File: src/logic/seg_clock_pkg.sv
package seg_clock_pkg;

    // ~~~~~~~~~~~~~~~~~~~~~~~~~~~~~~~~~~~~~~~~
    // widths with a meaning
    // ~~~~~~~~~~~~~~~~~~~~~~~~~~~~~~~~~~~~~~~~

    typedef logic [4:0] hour_t;   // binary hours 0..23
    typedef logic [5:0] min_t;    // binary minutes or seconds 0..59
    typedef logic [3:0] bcd_t;    // one decimal digit

    // segment bits, active low
    // bit 0 = a, bit 1 = b ... bit 6 = g
    typedef logic [6:0] seg_t;

    typedef logic [3:0] an_t;     // anode enables, active low, bit 0 = rightmost digit
    typedef logic [1:0] scan_t;   // index of the digit being driven

    // ~~~~~~~~~~~~~~~~~~~~~~~~~~~~~~~~~~~~~~~~
    // operating modes
    // ~~~~~~~~~~~~~~~~~~~~~~~~~~~~~~~~~~~~~~~~

    typedef enum logic [1:0] {
        MODE_RUN         = 2'd0,
        MODE_SET_HOURS   = 2'd1,
        MODE_SET_MINUTES = 2'd2
    } mode_t;

    // ~~~~~~~~~~~~~~~~~~~~~~~~~~~~~~~~~~~~~~~~
    // counting limits
    // ~~~~~~~~~~~~~~~~~~~~~~~~~~~~~~~~~~~~~~~~

    localparam hour_t HOURS_MAX = 5'd23;
    localparam min_t  MIN_MAX   = 6'd59;   // shared by minutes and seconds

    // prescaler divisors for a 100 MHz clock
    localparam int TICK_DIV_DEFAULT = 100_000_000;   // one second
    localparam int SCAN_DIV_DEFAULT = 100_000;       // 1 kHz digit step

endpackage

File: src/logic/tick_gen.sv
`timescale 1ns/1ns

module tick_gen #(
    parameter int TICK_DIV = seg_clock_pkg::TICK_DIV_DEFAULT,
    parameter int SCAN_DIV = seg_clock_pkg::SCAN_DIV_DEFAULT
) (
    input  logic clk_100MHz,
    input  logic rst,
    input  logic sec_clear,
    output logic sec_tick,
    output logic scan_tick
);

    localparam int SEC_W  = $clog2(TICK_DIV + 1);
    localparam int SCAN_W = $clog2(SCAN_DIV + 1);

    logic [SEC_W-1:0]  sec_cnt;
    logic [SCAN_W-1:0] scan_cnt;

    // seconds prescaler, held at its reload value while the time is being set
    always_ff @(posedge clk_100MHz) begin
        if (rst || sec_clear) begin
            sec_cnt  <= SEC_W'(TICK_DIV - 1);
            sec_tick <= 1'b0;
        end else if (sec_cnt == '0) begin
            sec_cnt  <= SEC_W'(TICK_DIV - 1);   // reload
            sec_tick <= 1'b1;
        end else begin
            sec_cnt  <= sec_cnt - 1'b1;
            sec_tick <= 1'b0;
        end
    end

    // digit scan prescaler, free running
    always_ff @(posedge clk_100MHz) begin
        if (rst) begin
            scan_cnt  <= SCAN_W'(SCAN_DIV - 1);
            scan_tick <= 1'b0;
        end else if (scan_cnt == '0) begin
            scan_cnt  <= SCAN_W'(SCAN_DIV - 1);
            scan_tick <= 1'b1;
        end else begin
            scan_cnt  <= scan_cnt - 1'b1;
            scan_tick <= 1'b0;
        end
    end

endmodule

File: src/logic/set_mode_fsm.sv
`timescale 1ns/1ns

module set_mode_fsm (
    input  logic                 clk_100MHz,
    input  logic                 rst,
    input  logic                 btn_mode,
    input  logic                 btn_inc,
    output seg_clock_pkg::mode_t mode,
    output logic                 run_enable,
    output logic                 sec_clear,
    output logic                 inc_hours,
    output logic                 inc_minutes
);

    import seg_clock_pkg::*;

    mode_t mode_next;

    // ~~~~~~~~~~~~~~~~~~~~~~~~~~~~~~~~~~~~~~~~
    // mode sequencing
    // ~~~~~~~~~~~~~~~~~~~~~~~~~~~~~~~~~~~~~~~~

    // run -> set hours -> set minutes -> run
    always_comb begin
        mode_next = mode;
        if (btn_mode) begin
            case (mode)
                MODE_RUN:         mode_next = MODE_SET_HOURS;
                MODE_SET_HOURS:   mode_next = MODE_SET_MINUTES;
                MODE_SET_MINUTES: mode_next = MODE_RUN;
                default:          mode_next = MODE_RUN;
            endcase
        end
    end

    always_ff @(posedge clk_100MHz) begin
        if (rst) begin
            mode <= MODE_RUN;
        end else begin
            mode <= mode_next;
        end
    end

    // ~~~~~~~~~~~~~~~~~~~~~~~~~~~~~~~~~~~~~~~~
    // increment commands
    // ~~~~~~~~~~~~~~~~~~~~~~~~~~~~~~~~~~~~~~~~

    // one-cycle strobes, decided by the mode in force when btn_inc arrives
    always_ff @(posedge clk_100MHz) begin
        if (rst) begin
            inc_hours   <= 1'b0;
            inc_minutes <= 1'b0;
        end else begin
            inc_hours   <= btn_inc && (mode == MODE_SET_HOURS);
            inc_minutes <= btn_inc && (mode == MODE_SET_MINUTES);
        end
    end

    // seconds only count while running
    always_comb begin
        run_enable = (mode == MODE_RUN);
        sec_clear  = !run_enable;   // restart the second when leaving set mode
    end

endmodule

File: src/logic/time_counter.sv
`timescale 1ns/1ns

module time_counter (
    input  logic                 clk_100MHz,
    input  logic                 rst,
    input  logic                 sec_tick,
    input  logic                 run_enable,
    input  logic                 inc_hours,
    input  logic                 inc_minutes,
    output seg_clock_pkg::min_t  seconds,
    output seg_clock_pkg::min_t  minutes,
    output seg_clock_pkg::hour_t hours
);

    import seg_clock_pkg::*;

    logic sec_step;
    logic sec_wrap;
    logic min_step;
    logic min_wrap;
    logic hour_step;

    // ~~~~~~~~~~~~~~~~~~~~~~~~~~~~~~~~~~~~~~~~
    // carry chain
    // ~~~~~~~~~~~~~~~~~~~~~~~~~~~~~~~~~~~~~~~~

    always_comb begin
        sec_step = run_enable && sec_tick;
        sec_wrap = sec_step && (seconds == MIN_MAX);

        // set commands bump their field but never carry on
        min_step = sec_wrap || inc_minutes;
        min_wrap = sec_wrap && (minutes == MIN_MAX);

        hour_step = min_wrap || inc_hours;
    end

    // ~~~~~~~~~~~~~~~~~~~~~~~~~~~~~~~~~~~~~~~~
    // time registers
    // ~~~~~~~~~~~~~~~~~~~~~~~~~~~~~~~~~~~~~~~~

    always_ff @(posedge clk_100MHz) begin
        if (rst) begin
            seconds <= '0;
        end else if (!run_enable) begin
            seconds <= '0;                   // held while setting
        end else if (sec_step) begin
            if (seconds == MIN_MAX) begin
                seconds <= '0;
            end else begin
                seconds <= seconds + 1'b1;
            end
        end
    end

    always_ff @(posedge clk_100MHz) begin
        if (rst) begin
            minutes <= '0;
        end else if (min_step) begin
            if (minutes == MIN_MAX) begin
                minutes <= '0;
            end else begin
                minutes <= minutes + 1'b1;
            end
        end
    end

    always_ff @(posedge clk_100MHz) begin
        if (rst) begin
            hours <= '0;
        end else if (hour_step) begin
            if (hours == HOURS_MAX) begin
                hours <= '0;                 // 23 -> 00
            end else begin
                hours <= hours + 1'b1;
            end
        end
    end

endmodule

File: src/logic/digit_split.sv
`timescale 1ns/1ns

module digit_split (
    input  logic                 clk_100MHz,
    input  logic                 rst,
    input  seg_clock_pkg::hour_t hours,
    input  seg_clock_pkg::min_t  minutes,
    output seg_clock_pkg::bcd_t  hour_tens,
    output seg_clock_pkg::bcd_t  hour_ones,
    output seg_clock_pkg::bcd_t  min_tens,
    output seg_clock_pkg::bcd_t  min_ones
);

    import seg_clock_pkg::*;

    // tens digit by threshold compare, good for 0..59
    function automatic bcd_t tens_of(input min_t value);
        if      (value >= 6'd50) return 4'd5;
        else if (value >= 6'd40) return 4'd4;
        else if (value >= 6'd30) return 4'd3;
        else if (value >= 6'd20) return 4'd2;
        else if (value >= 6'd10) return 4'd1;
        else                     return 4'd0;
    endfunction

    function automatic bcd_t ones_of(input min_t value, input bcd_t tens);
        return bcd_t'(value - min_t'(tens) * 6'd10);
    endfunction

    min_t hours_ext;
    bcd_t h_tens;
    bcd_t m_tens;

    always_comb begin
        hours_ext = min_t'(hours);
        h_tens    = tens_of(hours_ext);
        m_tens    = tens_of(minutes);
    end

    always_ff @(posedge clk_100MHz) begin
        if (rst) begin
            hour_tens <= '0;
            hour_ones <= '0;
            min_tens  <= '0;
            min_ones  <= '0;
        end else begin
            hour_tens <= h_tens;
            hour_ones <= ones_of(hours_ext, h_tens);
            min_tens  <= m_tens;
            min_ones  <= ones_of(minutes, m_tens);
        end
    end

endmodule

File: src/logic/display_scan.sv
`timescale 1ns/1ns

module display_scan (
    input  logic                 clk_100MHz,
    input  logic                 rst,
    input  logic                 scan_tick,
    input  seg_clock_pkg::mode_t mode,
    input  seg_clock_pkg::min_t  seconds,
    input  seg_clock_pkg::bcd_t  hour_tens,
    input  seg_clock_pkg::bcd_t  hour_ones,
    input  seg_clock_pkg::bcd_t  min_tens,
    input  seg_clock_pkg::bcd_t  min_ones,
    output seg_clock_pkg::seg_t  seg,
    output logic                 dp,
    output seg_clock_pkg::an_t   an
);

    import seg_clock_pkg::*;

    scan_t idx;
    bcd_t  digit;
    seg_t  seg_next;
    logic  dp_lit;

    // ~~~~~~~~~~~~~~~~~~~~~~~~~~~~~~~~~~~~~~~~
    // digit select and decode
    // ~~~~~~~~~~~~~~~~~~~~~~~~~~~~~~~~~~~~~~~~

    always_comb begin
        case (idx)
            2'd0:    digit = min_ones;   // rightmost
            2'd1:    digit = min_tens;
            2'd2:    digit = hour_ones;
            default: digit = hour_tens;
        endcase
    end

    // gfedcba, low = segment on
    always_comb begin
        case (digit)
            4'd0:    seg_next = 7'b100_0000;
            4'd1:    seg_next = 7'b111_1001;
            4'd2:    seg_next = 7'b010_0100;
            4'd3:    seg_next = 7'b011_0000;
            4'd4:    seg_next = 7'b001_1001;
            4'd5:    seg_next = 7'b001_0010;
            4'd6:    seg_next = 7'b000_0010;
            4'd7:    seg_next = 7'b111_1000;
            4'd8:    seg_next = 7'b000_0000;
            4'd9:    seg_next = 7'b001_0000;
            default: seg_next = 7'b111_1111;   // blank
        endcase
    end

    // dp marks the field being set, or blinks with the seconds when running
    always_comb begin
        case (mode)
            MODE_SET_HOURS:   dp_lit = idx[1];
            MODE_SET_MINUTES: dp_lit = !idx[1];
            default:          dp_lit = (idx == 2'd2) && seconds[0];
        endcase
    end

    // ~~~~~~~~~~~~~~~~~~~~~~~~~~~~~~~~~~~~~~~~
    // output registers
    // ~~~~~~~~~~~~~~~~~~~~~~~~~~~~~~~~~~~~~~~~

    always_ff @(posedge clk_100MHz) begin
        if (rst) begin
            idx <= '0;
            seg <= '1;
            dp  <= 1'b1;
            an  <= '1;                       // all digits dark
        end else if (scan_tick) begin
            seg <= seg_next;
            dp  <= !dp_lit;
            an  <= ~(an_t'(1) << idx);       // one-cold
            idx <= idx + 1'b1;
        end
    end

endmodule

File: src/logic/seg_clock_top.sv
`timescale 1ns/1ns

module seg_clock_top #(
    parameter int TICK_DIV = seg_clock_pkg::TICK_DIV_DEFAULT,
    parameter int SCAN_DIV = seg_clock_pkg::SCAN_DIV_DEFAULT
) (
    input  logic                clk_100MHz,
    input  logic                rst,
    input  logic                btn_mode,
    input  logic                btn_inc,
    output seg_clock_pkg::seg_t seg,
    output logic                dp,
    output seg_clock_pkg::an_t  an
);

    import seg_clock_pkg::*;

    logic  sec_tick;
    logic  scan_tick;
    logic  sec_clear;
    logic  run_enable;
    logic  inc_hours;
    logic  inc_minutes;
    mode_t mode;
    min_t  seconds;
    min_t  minutes;
    hour_t hours;
    bcd_t  hour_tens;
    bcd_t  hour_ones;
    bcd_t  min_tens;
    bcd_t  min_ones;

    tick_gen #(
        .TICK_DIV (TICK_DIV),
        .SCAN_DIV (SCAN_DIV)
    ) u_tick_gen (
        .clk_100MHz (clk_100MHz),
        .rst        (rst),
        .sec_clear  (sec_clear),
        .sec_tick   (sec_tick),
        .scan_tick  (scan_tick)
    );

    set_mode_fsm u_set_mode_fsm (
        .clk_100MHz  (clk_100MHz),
        .rst         (rst),
        .btn_mode    (btn_mode),
        .btn_inc     (btn_inc),
        .mode        (mode),
        .run_enable  (run_enable),
        .sec_clear   (sec_clear),
        .inc_hours   (inc_hours),
        .inc_minutes (inc_minutes)
    );

    time_counter u_time_counter (
        .clk_100MHz  (clk_100MHz),
        .rst         (rst),
        .sec_tick    (sec_tick),
        .run_enable  (run_enable),
        .inc_hours   (inc_hours),
        .inc_minutes (inc_minutes),
        .seconds     (seconds),
        .minutes     (minutes),
        .hours       (hours)
    );

    digit_split u_digit_split (
        .clk_100MHz (clk_100MHz),
        .rst        (rst),
        .hours      (hours),
        .minutes    (minutes),
        .hour_tens  (hour_tens),
        .hour_ones  (hour_ones),
        .min_tens   (min_tens),
        .min_ones   (min_ones)
    );

    display_scan u_display_scan (
        .clk_100MHz (clk_100MHz),
        .rst        (rst),
        .scan_tick  (scan_tick),
        .mode       (mode),
        .seconds    (seconds),
        .hour_tens  (hour_tens),
        .hour_ones  (hour_ones),
        .min_tens   (min_tens),
        .min_ones   (min_ones),
        .seg        (seg),
        .dp         (dp),
        .an         (an)
    );

endmodule

File: config.mk
export PLATFORM = sky130hd
export DESIGN_NAME = seg_clock_top
export DESIGN_NICKNAME = d
export VERILOG_FILES = /design/src/logic/seg_clock_pkg.sv /design/src/logic/tick_gen.sv /design/src/logic/set_mode_fsm.sv /design/src/logic/time_counter.sv /design/src/logic/digit_split.sv /design/src/logic/display_scan.sv /design/src/logic/seg_clock_top.sv
export SDC_FILE = /design/constraint.sdc
export NUM_CORES = 1
export LEC_CHECK = 0
export BUFFER_PORTS_ARGS = -buffer_cell sky130_fd_sc_hd__buf_2
export CAP_MARGIN = 20
export CORE_MARGIN = 4
export CORE_UTILIZATION = 35
export CTS_CLUSTER_SIZE = 40
export DETAILED_ROUTE_END_ITERATION = 10
export PLACE_DENSITY = 0.55
export SLEW_MARGIN = 30
export SYNTH_ARGS = -nofsm -noshare
export SYNTH_HDL_FRONTEND = slang
export SYNTH_SLANG_ARGS = --single-unit
File: constraint.sdc
create_clock -name clk_100MHz -period 5.25 [get_ports clk_100MHz]
set_input_delay 0.525 -clock clk_100MHz [delete_from_list [all_inputs] [get_ports clk_100MHz]]
set_output_delay 0.525 -clock clk_100MHz [all_outputs]
set_load 0.005 [all_outputs]
Word level (Yosys, flattened, before mapping)
Memory sizes are Yosys's and may differ from the RTL's. A register that Yosys moved wholly into a read port is not among the register bits.
Cells that the tools add are included.
{"block": "totals", "reg_bits": 90, "latchBits": 0, "ramBits": 0, "rom_bits": 112, "inputBits": 4, "out_inout_bits": 12, "elab_cells": 85, "mem_count": 1}
{"name": "(no name shown)", "depth": 16, "word_bits": 7, "rd": 1, "rd_ports_with_merged_regs": 1, "wr": 0, "line_no": "display_scan.sv:40", "source": "case (digit)"}
{"block": "op_classes", "add_sub_neg": 8, "mul": 2, "n_div": 0, "magnitude_cmp": 10, "n_eq_ne": 7, "shifts": 1, "muxes": 18, "bitwise": 2, "reduce_logical": 19}
{"op": "4-bit 2-to-1 mux", "count": 8}
{"op": "27-bit logical NOT", "count": 1}
{"op": "27-bit by 1-bit subtractor with 27-bit output, second input constant", "count": 1}
{"op": "17-bit logical NOT", "count": 1}
{"op": "17-bit by 1-bit subtractor with 17-bit output, second input constant", "count": 1}
{"op": "6-bit by 1-bit adder with 6-bit output, second input constant", "count": 2}
{"op": "6-bit == test, second input constant", "count": 2}
{"op": "5-bit by 6-bit greater-or-equal comparator with 1-bit output, second input constant", "count": 2}
{"op": "6-bit by 5-bit greater-or-equal comparator with 1-bit output, second input constant", "count": 2}
{"op": "6-bit greater-or-equal comparator, second input constant", "count": 2}
{"op": "6-bit 2-to-1 mux", "count": 2}
{"op": "4-bit one-hot mux with 3 select lines", "count": 1}
{"op": "5-bit greater-or-equal comparator, second input constant", "count": 2}
{"op": "4-bit by 3-bit multiplier with 3-bit output, second input constant", "count": 2}
{"op": "4-bit subtractor", "count": 2}
{"op": "6-bit by 4-bit greater-or-equal comparator with 1-bit output, second input constant", "count": 1}
{"op": "1-bit logical AND", "count": 6}
{"op": "2-bit OR reduction", "count": 3}
{"op": "5-bit by 1-bit adder with 5-bit output, second input constant", "count": 1}
{"op": "5-bit == test, second input constant", "count": 1}
{"op": "5-bit by 4-bit greater-or-equal comparator with 1-bit output, second input constant", "count": 1}
{"op": "5-bit 2-to-1 mux", "count": 1}
{"op": "2-bit by 1-bit == test with 1-bit output, second input constant", "count": 2}
{"op": "2-bit == test, second input constant", "count": 2}
{"op": "other kinds (10)", "count": 18}

Logic depth before layout (Yosys ltp)
{"block": "logic_depth", "ltp_word": 8, "ltp_mapped": 11, "mapped_depth_nobuf": 11}

Modules after synthesis
Synthesis repeated with hierarchy kept, for this count alone.
{"block": "unflattened", "hier_cells": 521, "hier_area_um2": 4634.4}
{"module": "tick_gen", "n_inst": 1, "cells_per_inst": 234, "area_per_inst_um2": 2107.0, "seq_area_each_um2": 920.9}
{"module": "display_scan", "n_inst": 1, "cells_per_inst": 110, "area_per_inst_um2": 890.9, "seq_area_each_um2": 280.3}
{"module": "time_counter", "n_inst": 1, "cells_per_inst": 94, "area_per_inst_um2": 832.0, "seq_area_each_um2": 340.3}
{"module": "digit_split", "n_inst": 1, "cells_per_inst": 69, "area_per_inst_um2": 648.1, "seq_area_each_um2": 260.2}
{"module": "set_mode_fsm", "n_inst": 1, "cells_per_inst": 14, "area_per_inst_um2": 156.4, "seq_area_each_um2": 80.1}

Least setup slack after synthesis
No wires, ideal clock.
{"block": "synth_timing", "path_type": "reg-to-reg", "start": "reg u_time_counter.minutes[0]", "end": "reg u_digit_split.min_ones[3]", "setup_time_ns": 0.101, "t_arrival_ns": 2.251, "t_required_ns": 5.149, "path_slack_ns": 2.898, "path_stages_with_launch": 11, "path_buffers": 0, "synth_period_minus_slack_ns": 2.352, "path_cell_list": "dfxtp_1 -> inv_1 -> ha_1 -> or3b_2 -> a21oi_1 -> o41ai_1 -> ha_1 -> fa_1 -> xnor2_1 -> nand2_1 -> o41ai_1"}
{"block": "synth_between", "elab_chain_cells": 8, "word_cells_on_any_way": 12, "classes_between": "add/sub (1); mul (1); order compare (5); mux (5)"}
{"element": "start: declaration", "line_no": "time_counter.sv:11", "source": "output seg_clock_pkg::min_t minutes,"}
{"element": "start signal: assignment", "line_no": "time_counter.sv:63", "source": "minutes <= minutes + 1'b1;"}
{"element": "6-bit by 4-bit greater-or-equal comparator with 1-bit output", "line_no": "digit_split.sv:22", "source": "else if (value >= 6'd10) return 4'd1;"}
{"element": "1-bit 2-to-1 mux", "line_no": "digit_split.sv:22"}
{"element": "4-bit 2-to-1 mux", "line_no": "digit_split.sv:21", "source": "else if (value >= 6'd20) return 4'd2;"}
{"element": "4-bit 2-to-1 mux", "line_no": "digit_split.sv:20", "source": "else if (value >= 6'd30) return 4'd3;"}
{"element": "4-bit 2-to-1 mux", "line_no": "digit_split.sv:19", "source": "else if (value >= 6'd40) return 4'd4;"}
{"element": "4-bit 2-to-1 mux *", "line_no": "digit_split.sv:18", "source": "if (value >= 6'd50) return 4'd5;"}
{"element": "net u_digit_split.m_tens[0]", "line_no": "digit_split.sv:32", "source": "bcd_t m_tens;"}
{"element": "4-bit by 3-bit multiplier with 3-bit output *", "line_no": "digit_split.sv:27", "source": "return bcd_t'(value - min_t'(tens) * 6'd10);"}
{"element": "4-bit subtractor *", "line_no": "digit_split.sv:27"}
{"element": "end signal: assignment", "line_no": "digit_split.sv:50", "source": "min_ones <= ones_of(minutes, m_tens);"}
{"element": "end: declaration", "line_no": "digit_split.sv:11", "source": "output seg_clock_pkg::bcd_t min_ones"}
Mark *: on every way through the listed nets, which the timed path passes. The rest lies on a longest branch.
A chain may end at the register's enable or synchronous reset.

Worst setup path after layout
Ends and elaborated chain as after synthesis.

==> results.yml <==
timing:
  fin_crit_ns: 2.63
  period_share: 0.501
  clock_skew_ns: 0.00424
  fin_setup_tns_ns: 0
  hold_viol: 0
  setup_viol: 0
  slew_headroom: 0.459
  fmax_mhz: 380
  worstMarginPinSlew_ns: 0.810
  drv_slew: 0
  rsz0062_at_grt: "no"
clock_network:
  cts_root_buf: "clkbuf_16"
  ctsHoldBuffers: 0
  ctsResizeCount: 0
  path_clk_slew_ns: 0.06
  numCtsBuffers: 9
  cts_buffer_depth: 2
  clock-sinks: 94
  insertion_delay_ns: 0.34
  cts_tree: "yes"
  htreeDepth: 3
  post_cts_buffers: 0
hold_path:
  hold_path.class: "reg2reg"
  hold_start: "u_tick_gen.sec_cnt[0]$_SDFF_PP1_"
final_layout:
  fin_nets: 564
  num-fill-cells: 1280
  layout_commonest_cell: "dfxtp_1"
  layout-drive-gt1-share: 0.0838
  antenna_cells: 0
  final_core_utilization: 0.406
  syn_to_final_growth_pct: 12.0
  layout_common_cells: "94 x dfxtp_1, 54 x nand2_1, 45 x nor2_1"
  design_area_sq_um: 5190
floorplanning:
  core_sq_um: 12800
  fp-row-count: 41
  num_io_pins: 16
  die_area_sq_um: 15100
  die_h_um: 123
  die_w_um: 123
  start_util: 0.363
grt:
  gr-usage-all-layers: 0.132
  grt_pass1_vias: 3556
  grt_pass1_wl_mm: 16.1
  antenna_found_initial: 0
  overflow: 0
  grt_max_degree: 32
drt:
  vias: 3650
  drt-total-wl_mm: 9.24
  wl_per_cell_um: 13.0
  dr.first_iter.drc_count: 248
  vias_per_cell: 5.15
  ant_nets: 0
  drc: 0
  drt-pass1-iter-count: 4
placement:
  dpl_cell_area_sq_um: 4840
  place_congestion: 0.784
  dp_hpwl_mm: 6.41
  port_buffers: 15
worst_setup_path:
  worstPathArrival_ns: 2.87
  path_max_fanout: 4
  start_kind: "flop"
  r2r-start: "u_time_counter.minutes[0]$_SDFFE_PP0P_"
  startpoint: "u_time_counter.minutes[0]$_SDFFE_PP0P_"
  worstPathRequired_ns: 5.48
  critPathKind: "reg2reg"
  critPathCaptureType: "flop"
synth:
  ys_seq_elements: 94
  synth_fp_nets: 557
  syn_inst: 525
  yosys_most_used_dff: "dfxtp_1"
  yosys.area.top_type: "dfxtp_1"
  synth_edf_count: 0
  synthTopCellsByArea: "dfxtp_1 41%, ha_1 7.3%, nand2_1 4.4%, nor2_1 3.6%, xor2_1 3.4%"
  ys_seq_area_frac: 0.406
  synth.avg_cell_area_sq_um: 8.83
  synth.cell_area_sq_um: 4630
  synth_cell_type_count: 60
  synth-async-reset-ratio: 0
  yosysWarnings: 0
  yosysTopAreaCellShare: 0.406
pwr:
  powerDensity_nw_per_um2: 292
  ir_drop_mv: 0.142
  leakage_uw: 0.00178
outcome:
  status: "finished, final reports clean"
run:
  maxCapViolations: 0
==> worst paths after layout <==
path | to | slack [ns] | cells past startpoint
worst max register to register | u_digit_split.min_ones[3]$_SDFF_PP0_ | 2.62 | 10
worst min-delay path | u_tick_gen.sec_cnt[0]$_SDFF_PP1_ | 0.41 | 1
worst min register to register | u_tick_gen.sec_cnt[0]$_SDFF_PP1_ | 0.41 | 1
worst max-delay path | u_digit_split.min_ones[3]$_SDFF_PP0_ | 2.62 | 10
==> sequential cells by signal, indices dropped and copies added, names as in the netlist <==
register and count:
u_tick_gen.sec_cnt 27, u_digit_split.hour_ones 4, u_tick_gen.scan_cnt 17, u_time_counter.seconds 6
u_digit_split.hour_tens 2, u_display_scan.an 4, u_time_counter.hours 5, u_display_scan.idx 2
u_display_scan.dp 1, u_set_mode_fsm.mode 2, u_tick_gen.scan_tick 1, u_set_mode_fsm.inc_minutes 1
u_display_scan.seg 7, u_tick_gen.sec_tick 1, u_set_mode_fsm.inc_hours 1, u_time_counter.minutes 6
u_digit_split.min_ones 4, u_digit_split.min_tens 3
==> power breakdown <==
part	internal, uW	leakage (uW)	switching, uW	total, uW
registers	721	0.000760	9.18	731
clock network	465	0.000161	269	735
logic	17.3	0.000857	34.0	51.3
total	1200	0.00178	312	1520
==> worst max-delay path: stages (launching register included) <==
cell and delay, ns:
dfxtp_1 0.36, inv_1 0.11, ha_1 0.22, or3b_2 0.44, a21oi_1 0.13, o41ai_1 0.11, ha_1 0.22, fa_1 0.37
xnor2_1 0.21, nand2_1 0.09, o41ai_1 0.27
==> per-layer routing <==
metal	part of all wire	up-vias	global-route usage
met5	0	-	0
met4	0.014	0	0.0471
met3	0.029	13	0.0398
met2	0.47	42	0.215
met1	0.49	1703	0.165
li1	-	1892	-
==> final cells by class <==
class,instances,area [sq um],share of cell area
multi-input combinational,389,2590,0.500
inverter,21,78.8,0.0152
clock inverter,4,95.1,0.0183
sequential,94,1880,0.363
timing repair buffer,17,87.6,0.0169
clock buffer,12,236,0.0456
tap,172,215,0.0415
==> per-stage QoR <==
stage	cells	hold slack, ns	total power [uW]	setup slack (ns)
after floorplan	525	0.384	783	2.90
after global placement	692	0.392	796	2.77
after detailed placement	692	0.401	798	2.66
after CTS	708	0.415	1540	2.63
after global routing	709	0.451	1580	2.44
final	709	0.409	1520	2.62
==> cell usage after synthesis (10+ instances only) <==
cell / number
nor2_1: 45
nand3_1: 23
or4_1: 10
o31ai_1: 11
clkbuf_1: 19
a21oi_1: 17
xnor2_1: 13
ha_1: 27
inv_1: 20
o21ai_0: 16
nor3_1: 22
xor2_1: 18
nand2_1: 54
dfxtp_1: 94
==> cell families after synthesis <==
group | share of synthesized area
multiplexers | 0.0316
XOR/XNOR | 0.0586
buffers and inverters | 0.0356
flip-flops | 0.406
adder cells (fa/ha/maj) | 0.0772
AO/OA/AOI/OAI | 0.126
AND/OR/NAND/NOR | 0.265
Power figures use the tool's default switching activity.
